<file path="src/common/cpu_defines.svh">
`ifndef CPU_DEFINES_SVH
`define CPU_DEFINES_SVH

`define WORD_W          32
`define REG_ADDR_W      5
`define REG_NUM         32
`define OPCODE_W        6
`define IMM_W           16

`define ZERO_WORD       32'h0000_0000
`define REG_ZERO        5'd0
`define PC_RESET_ADDR   32'h0000_0000
`define PC_STEP         32'd4
`define ENABLE          1'b1
`define DISABLE         1'b0

// primary opcodes.
`define OPC_SPECIAL     6'h00
`define OPC_J           6'h02
`define OPC_BEQ         6'h04
`define OPC_BNE         6'h05
`define OPC_ADDIU       6'h09
`define OPC_ORI         6'h0d
`define OPC_LUI         6'h0f
`define OPC_LW          6'h23
`define OPC_SW          6'h2b

// funct field, special opcode only.
`define FN_ADDU         6'h21
`define FN_SUBU         6'h23
`define FN_AND          6'h24
`define FN_OR           6'h25
`define FN_SLT          6'h2a

`define NEED_LOAD(op)   ((op) == OP_LW)
`define NEED_SAVE(op)   ((op) == OP_SW)

`endif

</file>
<file path="src/common/cpu_pkg.sv">
`include "cpu_defines.svh"

package cpu_pkg;

    typedef enum logic [3:0] {
        OP_NOP,
        OP_ADDU,
        OP_SUBU,
        OP_AND,
        OP_OR,
        OP_SLT,
        OP_ADDIU,
        OP_ORI,
        OP_LUI,
        OP_LW,
        OP_SW,
        OP_BEQ,
        OP_BNE,
        OP_J
    } Oper_t;

    typedef logic [`WORD_W-1:0]     Word_t;
    typedef logic [`WORD_W-1:0]     Inst_t;
    typedef logic [`WORD_W-1:0]     Inst_addr_t;
    typedef logic [`REG_ADDR_W-1:0] Reg_addr_t;
    typedef logic                   Bit_t;

endpackage

</file>
<file path="src/decode/branch.sv">
`timescale 1ns/1ns
`include "cpu_defines.svh"

module branch
    import cpu_pkg::*;
(
    input  logic       rst_n_i,
    input  Oper_t      oper_i,
    input  Inst_addr_t pc_i,
    input  Word_t      reg1_i,
    input  Word_t      reg2_i,
    input  Word_t      imm_i,
    output Bit_t       branch_flag_o,
    output Inst_addr_t branch_target_o
);

    Inst_addr_t pc_plus4;
    Inst_addr_t rel_target;
    Inst_addr_t jmp_target;
    Bit_t       equal;

    assign pc_plus4   = pc_i + `PC_STEP;
    assign rel_target = pc_plus4 + {imm_i[`WORD_W-3:0], 2'b00};
    assign jmp_target = {pc_plus4[31:28], imm_i[25:0], 2'b00};
    assign equal      = (reg1_i == reg2_i);

    always_comb begin
        branch_flag_o   = `DISABLE;
        branch_target_o = `PC_RESET_ADDR;
        if (rst_n_i == 1'b0) begin
            branch_flag_o   = `DISABLE;
            branch_target_o = `PC_RESET_ADDR;
        end else begin
            case (oper_i)
                OP_BEQ: begin
                    branch_flag_o   = equal;
                    branch_target_o = rel_target;
                end
                OP_BNE: begin
                    branch_flag_o   = !equal;
                    branch_target_o = rel_target;
                end
                OP_J: begin
                    branch_flag_o   = `ENABLE; // always taken.
                    branch_target_o = jmp_target;
                end
                default: begin
                    branch_flag_o   = `DISABLE;
                    branch_target_o = `PC_RESET_ADDR;
                end
            endcase
        end
    end

endmodule

</file>
<file path="src/decode/id.sv">
`timescale 1ns/1ns
`include "cpu_defines.svh"

module id
    import cpu_pkg::*;
(
    input  logic       clk,
    input  logic       rst_n_i,
    input  Inst_addr_t pc_i,
    input  Inst_t      inst_i,
    input  Word_t      reg1_data_i,
    input  Word_t      reg2_data_i,

    output Bit_t       reg1_read_o,
    output Bit_t       reg2_read_o,
    output Reg_addr_t  reg1_addr_o,
    output Reg_addr_t  reg2_addr_o,

    output Oper_t      oper_o,
    output Word_t      reg1_o,
    output Word_t      reg2_o,
    output Bit_t       wreg_write_o,
    output Reg_addr_t  wreg_addr_o,

    input  Oper_t      ex_oper_i,
    input  Bit_t       ex_wreg_write_i,
    input  Reg_addr_t  ex_wreg_addr_i,
    input  Word_t      ex_wreg_data_i,
    input  Bit_t       mem_wreg_write_i,
    input  Reg_addr_t  mem_wreg_addr_i,
    input  Word_t      mem_wreg_data_i,

    output Bit_t       branch_flag_o,
    output Inst_addr_t branch_target_o,
    output Bit_t       stallreq_o
);

    Oper_t     oper;
    Bit_t      reg1_read;
    Bit_t      reg2_read;
    Reg_addr_t reg1_addr;
    Reg_addr_t reg2_addr;
    Bit_t      wreg_write;
    Reg_addr_t wreg_addr;
    Word_t     imm;
    Word_t     reg1_fwd;

    // newest value wins: execute, then memory, then the register file.
    function automatic Word_t pick_operand(
        input Bit_t      re,
        input Reg_addr_t addr,
        input Word_t     rf_data,
        input Word_t     imm_val,
        input Bit_t      ex_we,
        input Reg_addr_t ex_addr,
        input Word_t     ex_data,
        input Bit_t      mem_we,
        input Reg_addr_t mem_addr,
        input Word_t     mem_data
    );
        Word_t val;
        if (re && ex_we && ex_addr == addr) begin
            val = (ex_addr != `REG_ZERO) ? ex_data : `ZERO_WORD;
        end else if (re && mem_we && mem_addr == addr) begin
            val = (mem_addr != `REG_ZERO) ? mem_data : `ZERO_WORD;
        end else if (re) begin
            val = rf_data;
        end else begin
            val = imm_val;
        end
        return val;
    endfunction

    id_type u_id_type (
        .inst_i       (inst_i),
        .oper_o       (oper),
        .reg1_read_o  (reg1_read),
        .reg2_read_o  (reg2_read),
        .reg1_addr_o  (reg1_addr),
        .reg2_addr_o  (reg2_addr),
        .wreg_write_o (wreg_write),
        .wreg_addr_o  (wreg_addr),
        .imm_o        (imm)
    );

    branch u_branch (
        .rst_n_i         (rst_n_i),
        .oper_i          (oper_o),
        .pc_i            (pc_i),
        .reg1_i          (reg1_fwd), // branches compare the raw operand.
        .reg2_i          (reg2_o),
        .imm_i           (imm),
        .branch_flag_o   (branch_flag_o),
        .branch_target_o (branch_target_o)
    );

    always_comb begin
        if (rst_n_i == 1'b0) begin
            oper_o       = OP_NOP;
            reg1_read_o  = `DISABLE;
            reg2_read_o  = `DISABLE;
            reg1_addr_o  = `REG_ZERO;
            reg2_addr_o  = `REG_ZERO;
            wreg_write_o = `DISABLE;
            wreg_addr_o  = `REG_ZERO;
            reg1_fwd     = `ZERO_WORD;
            reg2_o       = `ZERO_WORD;
        end else begin
            oper_o       = oper;
            reg1_read_o  = reg1_read;
            reg2_read_o  = reg2_read;
            reg1_addr_o  = reg1_addr;
            reg2_addr_o  = reg2_addr;
            wreg_write_o = wreg_write;
            wreg_addr_o  = wreg_addr;
            reg1_fwd     = pick_operand(reg1_read, reg1_addr, reg1_data_i, imm,
                                        ex_wreg_write_i, ex_wreg_addr_i, ex_wreg_data_i,
                                        mem_wreg_write_i, mem_wreg_addr_i, mem_wreg_data_i);
            reg2_o       = pick_operand(reg2_read, reg2_addr, reg2_data_i, imm,
                                        ex_wreg_write_i, ex_wreg_addr_i, ex_wreg_data_i,
                                        mem_wreg_write_i, mem_wreg_addr_i, mem_wreg_data_i);
        end
    end

    // store address formed here.
    assign reg1_o = `NEED_SAVE(oper_o) ? (reg1_fwd + imm) : reg1_fwd;

    always_comb begin
        stallreq_o = `DISABLE;
        if (rst_n_i == 1'b1 && `NEED_LOAD(ex_oper_i)) begin
            stallreq_o = (reg1_read_o && ex_wreg_addr_i == reg1_addr_o) ||
                         (reg2_read_o && ex_wreg_addr_i == reg2_addr_o);
        end
    end

    a_stall_on_load: assert property (
        @(posedge clk) disable iff (!rst_n_i)
        stallreq_o |-> (`NEED_LOAD(ex_oper_i) && ex_wreg_write_i)
    );

endmodule

</file>
<file path="src/decode/id_type.sv">
`timescale 1ns/1ns
`include "cpu_defines.svh"

module id_type
    import cpu_pkg::*;
(
    input  Inst_t     inst_i,
    output Oper_t     oper_o,
    output Bit_t      reg1_read_o,
    output Bit_t      reg2_read_o,
    output Reg_addr_t reg1_addr_o,
    output Reg_addr_t reg2_addr_o,
    output Bit_t      wreg_write_o,
    output Reg_addr_t wreg_addr_o,
    output Word_t     imm_o
);

    logic [`OPCODE_W-1:0] opcode;
    logic [`OPCODE_W-1:0] funct;
    logic [`IMM_W-1:0]    imm16;
    Reg_addr_t            rs;
    Reg_addr_t            rt;
    Reg_addr_t            rd;

    assign opcode = inst_i[31:26];
    assign rs     = inst_i[25:21];
    assign rt     = inst_i[20:16];
    assign rd     = inst_i[15:11];
    assign funct  = inst_i[5:0];
    assign imm16  = inst_i[15:0];

    assign reg1_addr_o = rs;
    assign reg2_addr_o = rt;

    always_comb begin
        oper_o       = OP_NOP;
        reg1_read_o  = `DISABLE;
        reg2_read_o  = `DISABLE;
        wreg_write_o = `DISABLE;
        wreg_addr_o  = `REG_ZERO;
        case (opcode)
            `OPC_SPECIAL: begin
                case (funct)
                    `FN_ADDU: oper_o = OP_ADDU;
                    `FN_SUBU: oper_o = OP_SUBU;
                    `FN_AND:  oper_o = OP_AND;
                    `FN_OR:   oper_o = OP_OR;
                    `FN_SLT:  oper_o = OP_SLT;
                    default:  oper_o = OP_NOP;
                endcase
                if (oper_o != OP_NOP) begin
                    reg1_read_o  = `ENABLE;
                    reg2_read_o  = `ENABLE;
                    wreg_write_o = `ENABLE;
                    wreg_addr_o  = rd; // r-type writes rd.
                end
            end
            `OPC_ADDIU, `OPC_ORI, `OPC_LW: begin
                oper_o       = (opcode == `OPC_ADDIU) ? OP_ADDIU :
                               (opcode == `OPC_ORI)   ? OP_ORI   : OP_LW;
                reg1_read_o  = `ENABLE;
                wreg_write_o = `ENABLE;
                wreg_addr_o  = rt;
            end
            `OPC_LUI: begin
                oper_o       = OP_LUI; // both operands take the immediate.
                wreg_write_o = `ENABLE;
                wreg_addr_o  = rt;
            end
            `OPC_SW: begin
                oper_o      = OP_SW;
                reg1_read_o = `ENABLE; // base.
                reg2_read_o = `ENABLE; // store data.
            end
            `OPC_BEQ, `OPC_BNE: begin
                oper_o      = (opcode == `OPC_BEQ) ? OP_BEQ : OP_BNE;
                reg1_read_o = `ENABLE;
                reg2_read_o = `ENABLE;
            end
            `OPC_J: begin
                oper_o = OP_J;
            end
            default: begin
                oper_o = OP_NOP;
            end
        endcase
    end

    // extension by opcode.
    always_comb begin
        case (oper_o)
            OP_ORI:  imm_o = {{(`WORD_W-`IMM_W){1'b0}}, imm16};
            OP_LUI:  imm_o = {imm16, {(`WORD_W-`IMM_W){1'b0}}};
            // jump index rides in the immediate for the target adder.
            OP_J:    imm_o = {6'b0, inst_i[25:0]};
            default: imm_o = {{(`WORD_W-`IMM_W){imm16[`IMM_W-1]}}, imm16};
        endcase
    end

endmodule

</file>
<file path="src/rtl/decode_top.sv">
`timescale 1ns/1ns
`include "cpu_defines.svh"

module decode_top
    import cpu_pkg::*;
(
    input  logic       clk,
    input  logic       rst_n_i,
    input  Inst_addr_t pc_i,
    input  Inst_t      inst_i,

    input  Oper_t      ex_oper_i,
    input  Bit_t       ex_wreg_write_i,
    input  Reg_addr_t  ex_wreg_addr_i,
    input  Word_t      ex_wreg_data_i,
    input  Bit_t       mem_wreg_write_i,
    input  Reg_addr_t  mem_wreg_addr_i,
    input  Word_t      mem_wreg_data_i,

    input  Bit_t       wb_we_i,
    input  Reg_addr_t  wb_waddr_i,
    input  Word_t      wb_wdata_i,

    output Bit_t       stall_o,
    output Bit_t       branch_flag_o,
    output Inst_addr_t branch_target_o,

    output Oper_t      ex_oper_o,
    output Word_t      ex_reg1_o,
    output Word_t      ex_reg2_o,
    output Bit_t       ex_wreg_write_o,
    output Reg_addr_t  ex_wreg_addr_o
);

    Bit_t      rf_re1;
    Bit_t      rf_re2;
    Reg_addr_t rf_raddr1;
    Reg_addr_t rf_raddr2;
    Word_t     rf_rdata1;
    Word_t     rf_rdata2;
    Oper_t     id_oper;
    Word_t     id_reg1;
    Word_t     id_reg2;
    Bit_t      id_wreg_write;
    Reg_addr_t id_wreg_addr;

    regfile u_regfile (
        .clk      (clk),
        .rst_n_i  (rst_n_i),
        .we_i     (wb_we_i),
        .waddr_i  (wb_waddr_i),
        .wdata_i  (wb_wdata_i),
        .re1_i    (rf_re1),
        .raddr1_i (rf_raddr1),
        .rdata1_o (rf_rdata1),
        .re2_i    (rf_re2),
        .raddr2_i (rf_raddr2),
        .rdata2_o (rf_rdata2)
    );

    id u_id (
        .clk              (clk),
        .rst_n_i          (rst_n_i),
        .pc_i             (pc_i),
        .inst_i           (inst_i),
        .reg1_data_i      (rf_rdata1),
        .reg2_data_i      (rf_rdata2),
        .reg1_read_o      (rf_re1),
        .reg2_read_o      (rf_re2),
        .reg1_addr_o      (rf_raddr1),
        .reg2_addr_o      (rf_raddr2),
        .oper_o           (id_oper),
        .reg1_o           (id_reg1),
        .reg2_o           (id_reg2),
        .wreg_write_o     (id_wreg_write),
        .wreg_addr_o      (id_wreg_addr),
        .ex_oper_i        (ex_oper_i),
        .ex_wreg_write_i  (ex_wreg_write_i),
        .ex_wreg_addr_i   (ex_wreg_addr_i),
        .ex_wreg_data_i   (ex_wreg_data_i),
        .mem_wreg_write_i (mem_wreg_write_i),
        .mem_wreg_addr_i  (mem_wreg_addr_i),
        .mem_wreg_data_i  (mem_wreg_data_i),
        .branch_flag_o    (branch_flag_o),
        .branch_target_o  (branch_target_o),
        .stallreq_o       (stall_o)
    );

    id_ex u_id_ex (
        .clk             (clk),
        .rst_n_i         (rst_n_i),
        .stall_i         (stall_o),
        .id_oper_i       (id_oper),
        .id_reg1_i       (id_reg1),
        .id_reg2_i       (id_reg2),
        .id_wreg_write_i (id_wreg_write),
        .id_wreg_addr_i  (id_wreg_addr),
        .ex_oper_o       (ex_oper_o),
        .ex_reg1_o       (ex_reg1_o),
        .ex_reg2_o       (ex_reg2_o),
        .ex_wreg_write_o (ex_wreg_write_o),
        .ex_wreg_addr_o  (ex_wreg_addr_o)
    );

endmodule

</file>
<file path="src/rtl/id_ex.sv">
`timescale 1ns/1ns
`include "cpu_defines.svh"

module id_ex
    import cpu_pkg::*;
(
    input  logic      clk,
    input  logic      rst_n_i,
    input  Bit_t      stall_i,

    input  Oper_t     id_oper_i,
    input  Word_t     id_reg1_i,
    input  Word_t     id_reg2_i,
    input  Bit_t      id_wreg_write_i,
    input  Reg_addr_t id_wreg_addr_i,

    output Oper_t     ex_oper_o,
    output Word_t     ex_reg1_o,
    output Word_t     ex_reg2_o,
    output Bit_t      ex_wreg_write_o,
    output Reg_addr_t ex_wreg_addr_o
);

    always_ff @(posedge clk or negedge rst_n_i) begin
        if (!rst_n_i) begin
            ex_oper_o       <= OP_NOP;
            ex_reg1_o       <= `ZERO_WORD;
            ex_reg2_o       <= `ZERO_WORD;
            ex_wreg_write_o <= `DISABLE;
            ex_wreg_addr_o  <= `REG_ZERO;
        end else if (stall_i) begin
            ex_oper_o       <= OP_NOP; // bubble while the load completes.
            ex_reg1_o       <= `ZERO_WORD;
            ex_reg2_o       <= `ZERO_WORD;
            ex_wreg_write_o <= `DISABLE;
            ex_wreg_addr_o  <= `REG_ZERO;
        end else begin
            ex_oper_o       <= id_oper_i;
            ex_reg1_o       <= id_reg1_i;
            ex_reg2_o       <= id_reg2_i;
            ex_wreg_write_o <= id_wreg_write_i;
            ex_wreg_addr_o  <= id_wreg_addr_i;
        end
    end

    a_bubble_after_stall: assert property (
        @(posedge clk) disable iff (!rst_n_i)
        stall_i |=> (ex_oper_o == OP_NOP && ex_wreg_write_o == `DISABLE)
    );

endmodule

</file>
<file path="src/rtl/regfile.sv">
`timescale 1ns/1ns
`include "cpu_defines.svh"

module regfile
    import cpu_pkg::*;
(
    input  logic      clk,
    input  logic      rst_n_i,
    input  Bit_t      we_i,
    input  Reg_addr_t waddr_i,
    input  Word_t     wdata_i,
    input  Bit_t      re1_i,
    input  Reg_addr_t raddr1_i,
    output Word_t     rdata1_o,
    input  Bit_t      re2_i,
    input  Reg_addr_t raddr2_i,
    output Word_t     rdata2_o
);

    Word_t regs [`REG_NUM];

    always_ff @(posedge clk or negedge rst_n_i) begin
        if (!rst_n_i) begin
            for (int i = 0; i < `REG_NUM; i++) begin
                regs[i] <= `ZERO_WORD;
            end
        end else if (we_i && waddr_i != `REG_ZERO) begin
            regs[waddr_i] <= wdata_i;
        end
    end

    // write-through so decode sees the write-back value this cycle.
    assign rdata1_o = !re1_i                                                ? `ZERO_WORD :
                      (we_i && waddr_i != `REG_ZERO && waddr_i == raddr1_i) ? wdata_i    :
                      regs[raddr1_i];
    assign rdata2_o = !re2_i                                                ? `ZERO_WORD :
                      (we_i && waddr_i != `REG_ZERO && waddr_i == raddr2_i) ? wdata_i    :
                      regs[raddr2_i];

    a_r0_port1: assert property (
        @(posedge clk) disable iff (!rst_n_i)
        (re1_i && raddr1_i == `REG_ZERO) |-> rdata1_o == `ZERO_WORD
    );
    a_r0_port2: assert property (
        @(posedge clk) disable iff (!rst_n_i)
        (re2_i && raddr2_i == `REG_ZERO) |-> rdata2_o == `ZERO_WORD
    );

endmodule

</file>
<file path="config.mk">
export PLATFORM = sky130hd
export DESIGN_NAME = decode_top
export DESIGN_NICKNAME = d
export VERILOG_FILES = /design/src/common/cpu_pkg.sv /design/src/decode/branch.sv /design/src/decode/id.sv /design/src/decode/id_type.sv /design/src/rtl/decode_top.sv /design/src/rtl/id_ex.sv /design/src/rtl/regfile.sv
export VERILOG_INCLUDE_DIRS = /design/src /design/src/common
export SDC_FILE = /design/constraint.sdc
export NUM_CORES = 2
export LEC_CHECK = 0
export ABC_AREA = 0
export BUFFER_PORTS_ARGS = -buffer_cell sky130_fd_sc_hd__buf_4
export CORE_MARGIN = 2
export CORE_UTILIZATION = 50
export DETAILED_ROUTE_END_ITERATION = 12
export PLACE_DENSITY = 0.67
export RECOVER_POWER = 25
export SLEW_MARGIN = 20
export SYNTH_ARGS = -nofsm -noshare
export SYNTH_HDL_FRONTEND = slang
export SYNTH_HIERARCHICAL = 1
export SYNTH_SLANG_ARGS = --single-unit
</file>
<file path="constraint.sdc">
create_clock -name clk -period 5.8 [get_ports clk]
set_input_delay 0.29 -clock clk [delete_from_list [all_inputs] [get_ports clk]]
set_output_delay 0.29 -clock clk [all_outputs]
set_load 0.02 [all_outputs]
</file>
==> summary.md <==
| Metric | Value |
|---|---|
| Final core occ | `56.79%` |
| Crit path max fanout | `32` |
| Vias per cell | `6.909` |
| Final Wtd Congestion | `1.062` |
| Synth Area in Adders | `1.275%` |
| Xor and xnor area share after synthesis | `1.826%` |
| Number of global-route vias before repair | `52230` |
| Worst R2R Start | `u_regfile/regs[960]` |
| H-tree levels | `3` |
| Clock sink count | `1098` |
| Peak supply drop | `254.5 µV` |
| Main combinational cell family by area after synthesis | `multiplexers` |
| Class of the worst hold path | `in2reg` |
| Hold Worst Slack | `37.47 ps` |
| Share of layout cells above drive strength 1 | `36.17%` |
| Leakage | `32.76 nW` |
| MaxCap Viol Count | `18` |
| Pwr Density | `302.7 nW/µm²` |
| Mux share of post-synthesis cell area | `33.74%` |
| Mapped Cells | `5672` |
| Setup Crit Path Kind | `in2out` |
| CTS tree | `built` |
| EDFF count, synth | `0` |
| Commonest cells after routing, fill and taps aside | `1098 x dfrtp_1, 1007 x mux2_2, 551 x buf_4, 539 x mux2i_1, 249 x mux4_2` |
| Antenna violations before repair | `18` |
| Register area | `27480 µm²` |
| Sw Share | `29.39%` |
| Hold Vio Cnt, Final | `0` |
| Logic gate share of total power | `22.8%` |
| Initial Utilization | `50.24%` |
| Failing checks | `capacitance limit, slew limit` |
| Fmax | `176.3 MHz` |
| Placed wire-length estimate | `172.1 mm` |
| Register area share after synthesis | `40.47%` |
| Full die area | `138700 µm²` |
| Max transition margin | `-126.3%` |
| Grt total ovfl | `0` |
| Clock Skew | `22.82 ps` |
| Simple-gate share of the synthesized area | `6.439%` |
| Netlist cell types | `102` |
| Drt initial violations | `6675` |
| End of the critical path | `branch_flag_o` |
| # setup viols final | `0` |
| Area taken by multi-input logic gates | `37310 µm²` |
| GRT Resource Usage Total | `36.53%` |
| Synthesized area | `67890 µm²` |
| Total Power | `23.23 mW` |
| Routed WL | `257.4 mm` |
| Area Overhead vs Synth | `13.04%` |
| Reg2reg path depth | `22` |
| Pre-antenna DRT Iters | `6` |
| Core area | `135100 µm²` |
| Sw Pwr | `6.827 mW` |
| CP startpoint | `inst_i[27]` |
| Final antenna-violating net count | `0` |
| Via count | `53650` |
| Final Max Tran Viols | `308` |
| Setup crit end kind | `primary output` |
| Number of CTS-inserted buffers | `117` |
| Synth Warn # | `6` |
| Die width | `372.5 µm` |
| # port buffers | `291` |
| Worst-Margin Slew | `3395 ps` |
| CP required | `5510 ps` |
| Asr flop ratio synth | `100.0%` |
| Clock Path Buffers | `3` |
| DRC | `0` |
| Sequential share of power | `43.5%` |
| Main synth FF type | `dfrtp_1` |
| Site Rows | `135` |
| Internal power | `16.40 mW` |
| Reg2reg end | `u_id_ex/ex_reg1_o[12]` |
| Clk Tree Root Cell | `clkbuf_16` |
| Syn Area/Cell | `11.97 µm²` |
| First-pass GRT wire length | `369.8 mm` |
| Setup Fix Bufs, Post-CTS | `0` |
| Synthesis-stage register bit count | `1098` |
| RSZ-0062 raised after global routing | `no` |
| I/O pin cnt | `292` |
| Post-Syn Nets | `5924` |
| WL per Instance | `33.15 µm` |
| Fin crit period | `5671 ps` |
| Skew-Pair Late Insertion Delay | `770 ps` |
| Fill cell count | `11270` |
| Run status | `complete, but fails checks` |
| Final nets | `6131` |
| Minimum setup slack among reg-to-reg paths | `630 ps` |
| Clock-pin slew on the worst setup and hold paths | `60 ps` |
| Crit path launch type | `primary input` |
| Largest net degree at the start of global routing | `185` |
| Worst hold path depth | `4` |
| Part of the power in the clock network | `33.7%` |
| Commonest non-fill, non-tap cell in the layout | `dfrtp_1` |
| CP arrival | `5380 ps` |
| Tcrit/Tclk final | `97.78%` |
| Die H | `372.5 µm` |
| Synth Area in Compound Gates | `11.38%` |
routing by layer:
layer / up-vias / part of all wire [%] / GRT usage (%)
met5: - / 0.075 / 0.3497
met4: 20 / 6.2 / 19.73
met3: 795 / 11 / 8.937
met2: 3324 / 43 / 54.12
met1: 27530 / 40 / 49.41
li1: 21980 / - / -
Yosys cell counts, types with 8 or more instances:
master | instances | share of area (%)
clkbuf_1 | 320 | 1.8
or2_2 | 15 | 0.14
mux4_1 | 21 | 0.81
o21ai_1 | 12 | 0.088
a221oi_1 | 150 | 1.9
a21o_1 | 54 | 0.60
buf_6 | 49 | 0.81
nor3_1 | 40 | 0.29
nand2_1 | 160 | 0.88
ha_1 | 66 | 1.2
a41oi_1 | 13 | 0.17
o31a_1 | 8 | 0.10
nor2_1 | 228 | 1.3
dfrtp_1 | 1098 | 40
nand4_1 | 22 | 0.20
nor3b_1 | 10 | 0.11
o31ai_1 | 12 | 0.13
o21a_1 | 18 | 0.20
buf_12 | 18 | 0.53
buf_1 | 65 | 0.36
nand3_1 | 85 | 0.63
o21ai_0 | 176 | 1.3
nand2b_1 | 34 | 0.31
mux2i_1 | 539 | 7.9
and2_1 | 40 | 0.37
a22oi_1 | 58 | 0.64
xor2_1 | 34 | 0.44
a211oi_1 | 80 | 0.88
a31oi_1 | 59 | 0.54
o311ai_0 | 14 | 0.18
xnor2_1 | 105 | 1.4
a211o_1 | 12 | 0.15
and3_1 | 50 | 0.46
a22o_1 | 24 | 0.31
a221o_1 | 73 | 1.1
o211ai_1 | 15 | 0.17
mux4_2 | 249 | 8.3
mux2_2 | 1007 | 17
buf_2 | 95 | 0.70
nor2b_1 | 129 | 1.2
buf_4 | 39 | 0.43
a221oi_2 | 17 | 0.38
inv_1 | 30 | 0.17
o22ai_1 | 32 | 0.29
a21oi_1 | 179 | 1.3
repair_timing:
action / in CTS / in global routing
endpoints found under the setup margin: 1 / 1
gates cloned: 0 / 0
hold endpoints to repair: 25 / 0
gates resized for setup: 1 / 10
hold buffers: 18 / 0
power by group through the flow:
| stage | logic, mW | clock network [mW] | registers [mW] |
|---|---|---|---|
| after floorplan | 3.71 | 0 | 9.87 |
| after global placement | 5.09 | 0 | 10.1 |
| after detailed placement | 5.19 | 0 | 10.2 |
| after CTS | 5.23 | 7.91 | 10.0 |
| after global routing | 5.62 | 8.24 | 10.2 |
| final | 5.29 | 7.84 | 10.1 |
final cells by class:
cell class,count,share of cell area (%)
multi-input cells,3953,48.61
clock buffers,175,4.585
diodes,9,0.02935
flip-flops and latches,1098,35.80
well taps,1781,2.904
clock inverters,40,0.6294
inverters,31,0.1516
repair buffers,678,7.282
worst min path at each step:
stage | slack (ps) | end | startpoint
2_1_floorplan | -6 | u_id_ex/ex_oper_o[0] | rst_n_i
3_3_place_gp | 300 | u_regfile/regs[867] | rst_n_i
3_5_place_dp | 300 | u_regfile/regs[867] | rst_n_i
4_1_cts | 3 | u_id_ex/ex_reg2_o[3] | ex_wreg_data_i[3]
5_1_grt | 50 | u_id_ex/ex_reg2_o[31] | ex_wreg_data_i[31]
6_report | 40 | u_id_ex/ex_wreg_addr_o[4] | inst_i[15]
stage by stage:
stage               area, µm²  setup slack (ps)  cells  TNS (ps)
finish                  76740             128.6   7765         0
global route            76730             17.92   7760         0
CTS                     76940             182.5   7754         0
detailed placement      72760            -114.7   7521    -122.6
global placement        72760            -126.5   7521    -155.8
floorplan               67890             196.2   5672         0
registers in the layout, indices dropped and copies added, names as in the netlist:
register and cells:
u_id_ex/ex_wreg_addr_o 5, u_regfile/regs 1024, u_id_ex/ex_reg1_o 32, u_id_ex/ex_oper_o 4
u_id_ex/ex_reg2_o 32, u_id_ex/ex_wreg_write_o 1
critical path, cell delays in order:
cell and delay, ps:
buf_4 160, or4b_2 630, o22ai_1 230, or3_2 230, and2_2 180, buf_12 260, inv_1 260, a311oi_1 270
buf_4 220, mux2i_1 90, nor2_1 270, o21ai_0 240, a21oi_1 310, buf_4 170, xnor2_1 220, nand4_1 140
nor4_1 330, buf_4 180, nand2_1 50, o21ai_0 160, a21oi_1 120, buf_4 160, buf_4 150
kinds of logic after synthesis:
family	count (synthesis)
buffers and inverters	621
and+or+nand+nor	859
xor gates and xnor gates	140
AOI/OAI and AO/OA	1069
adders and majority gates	68
DFF	1098
muxes	1817
(Power assumes the default switching activity.)
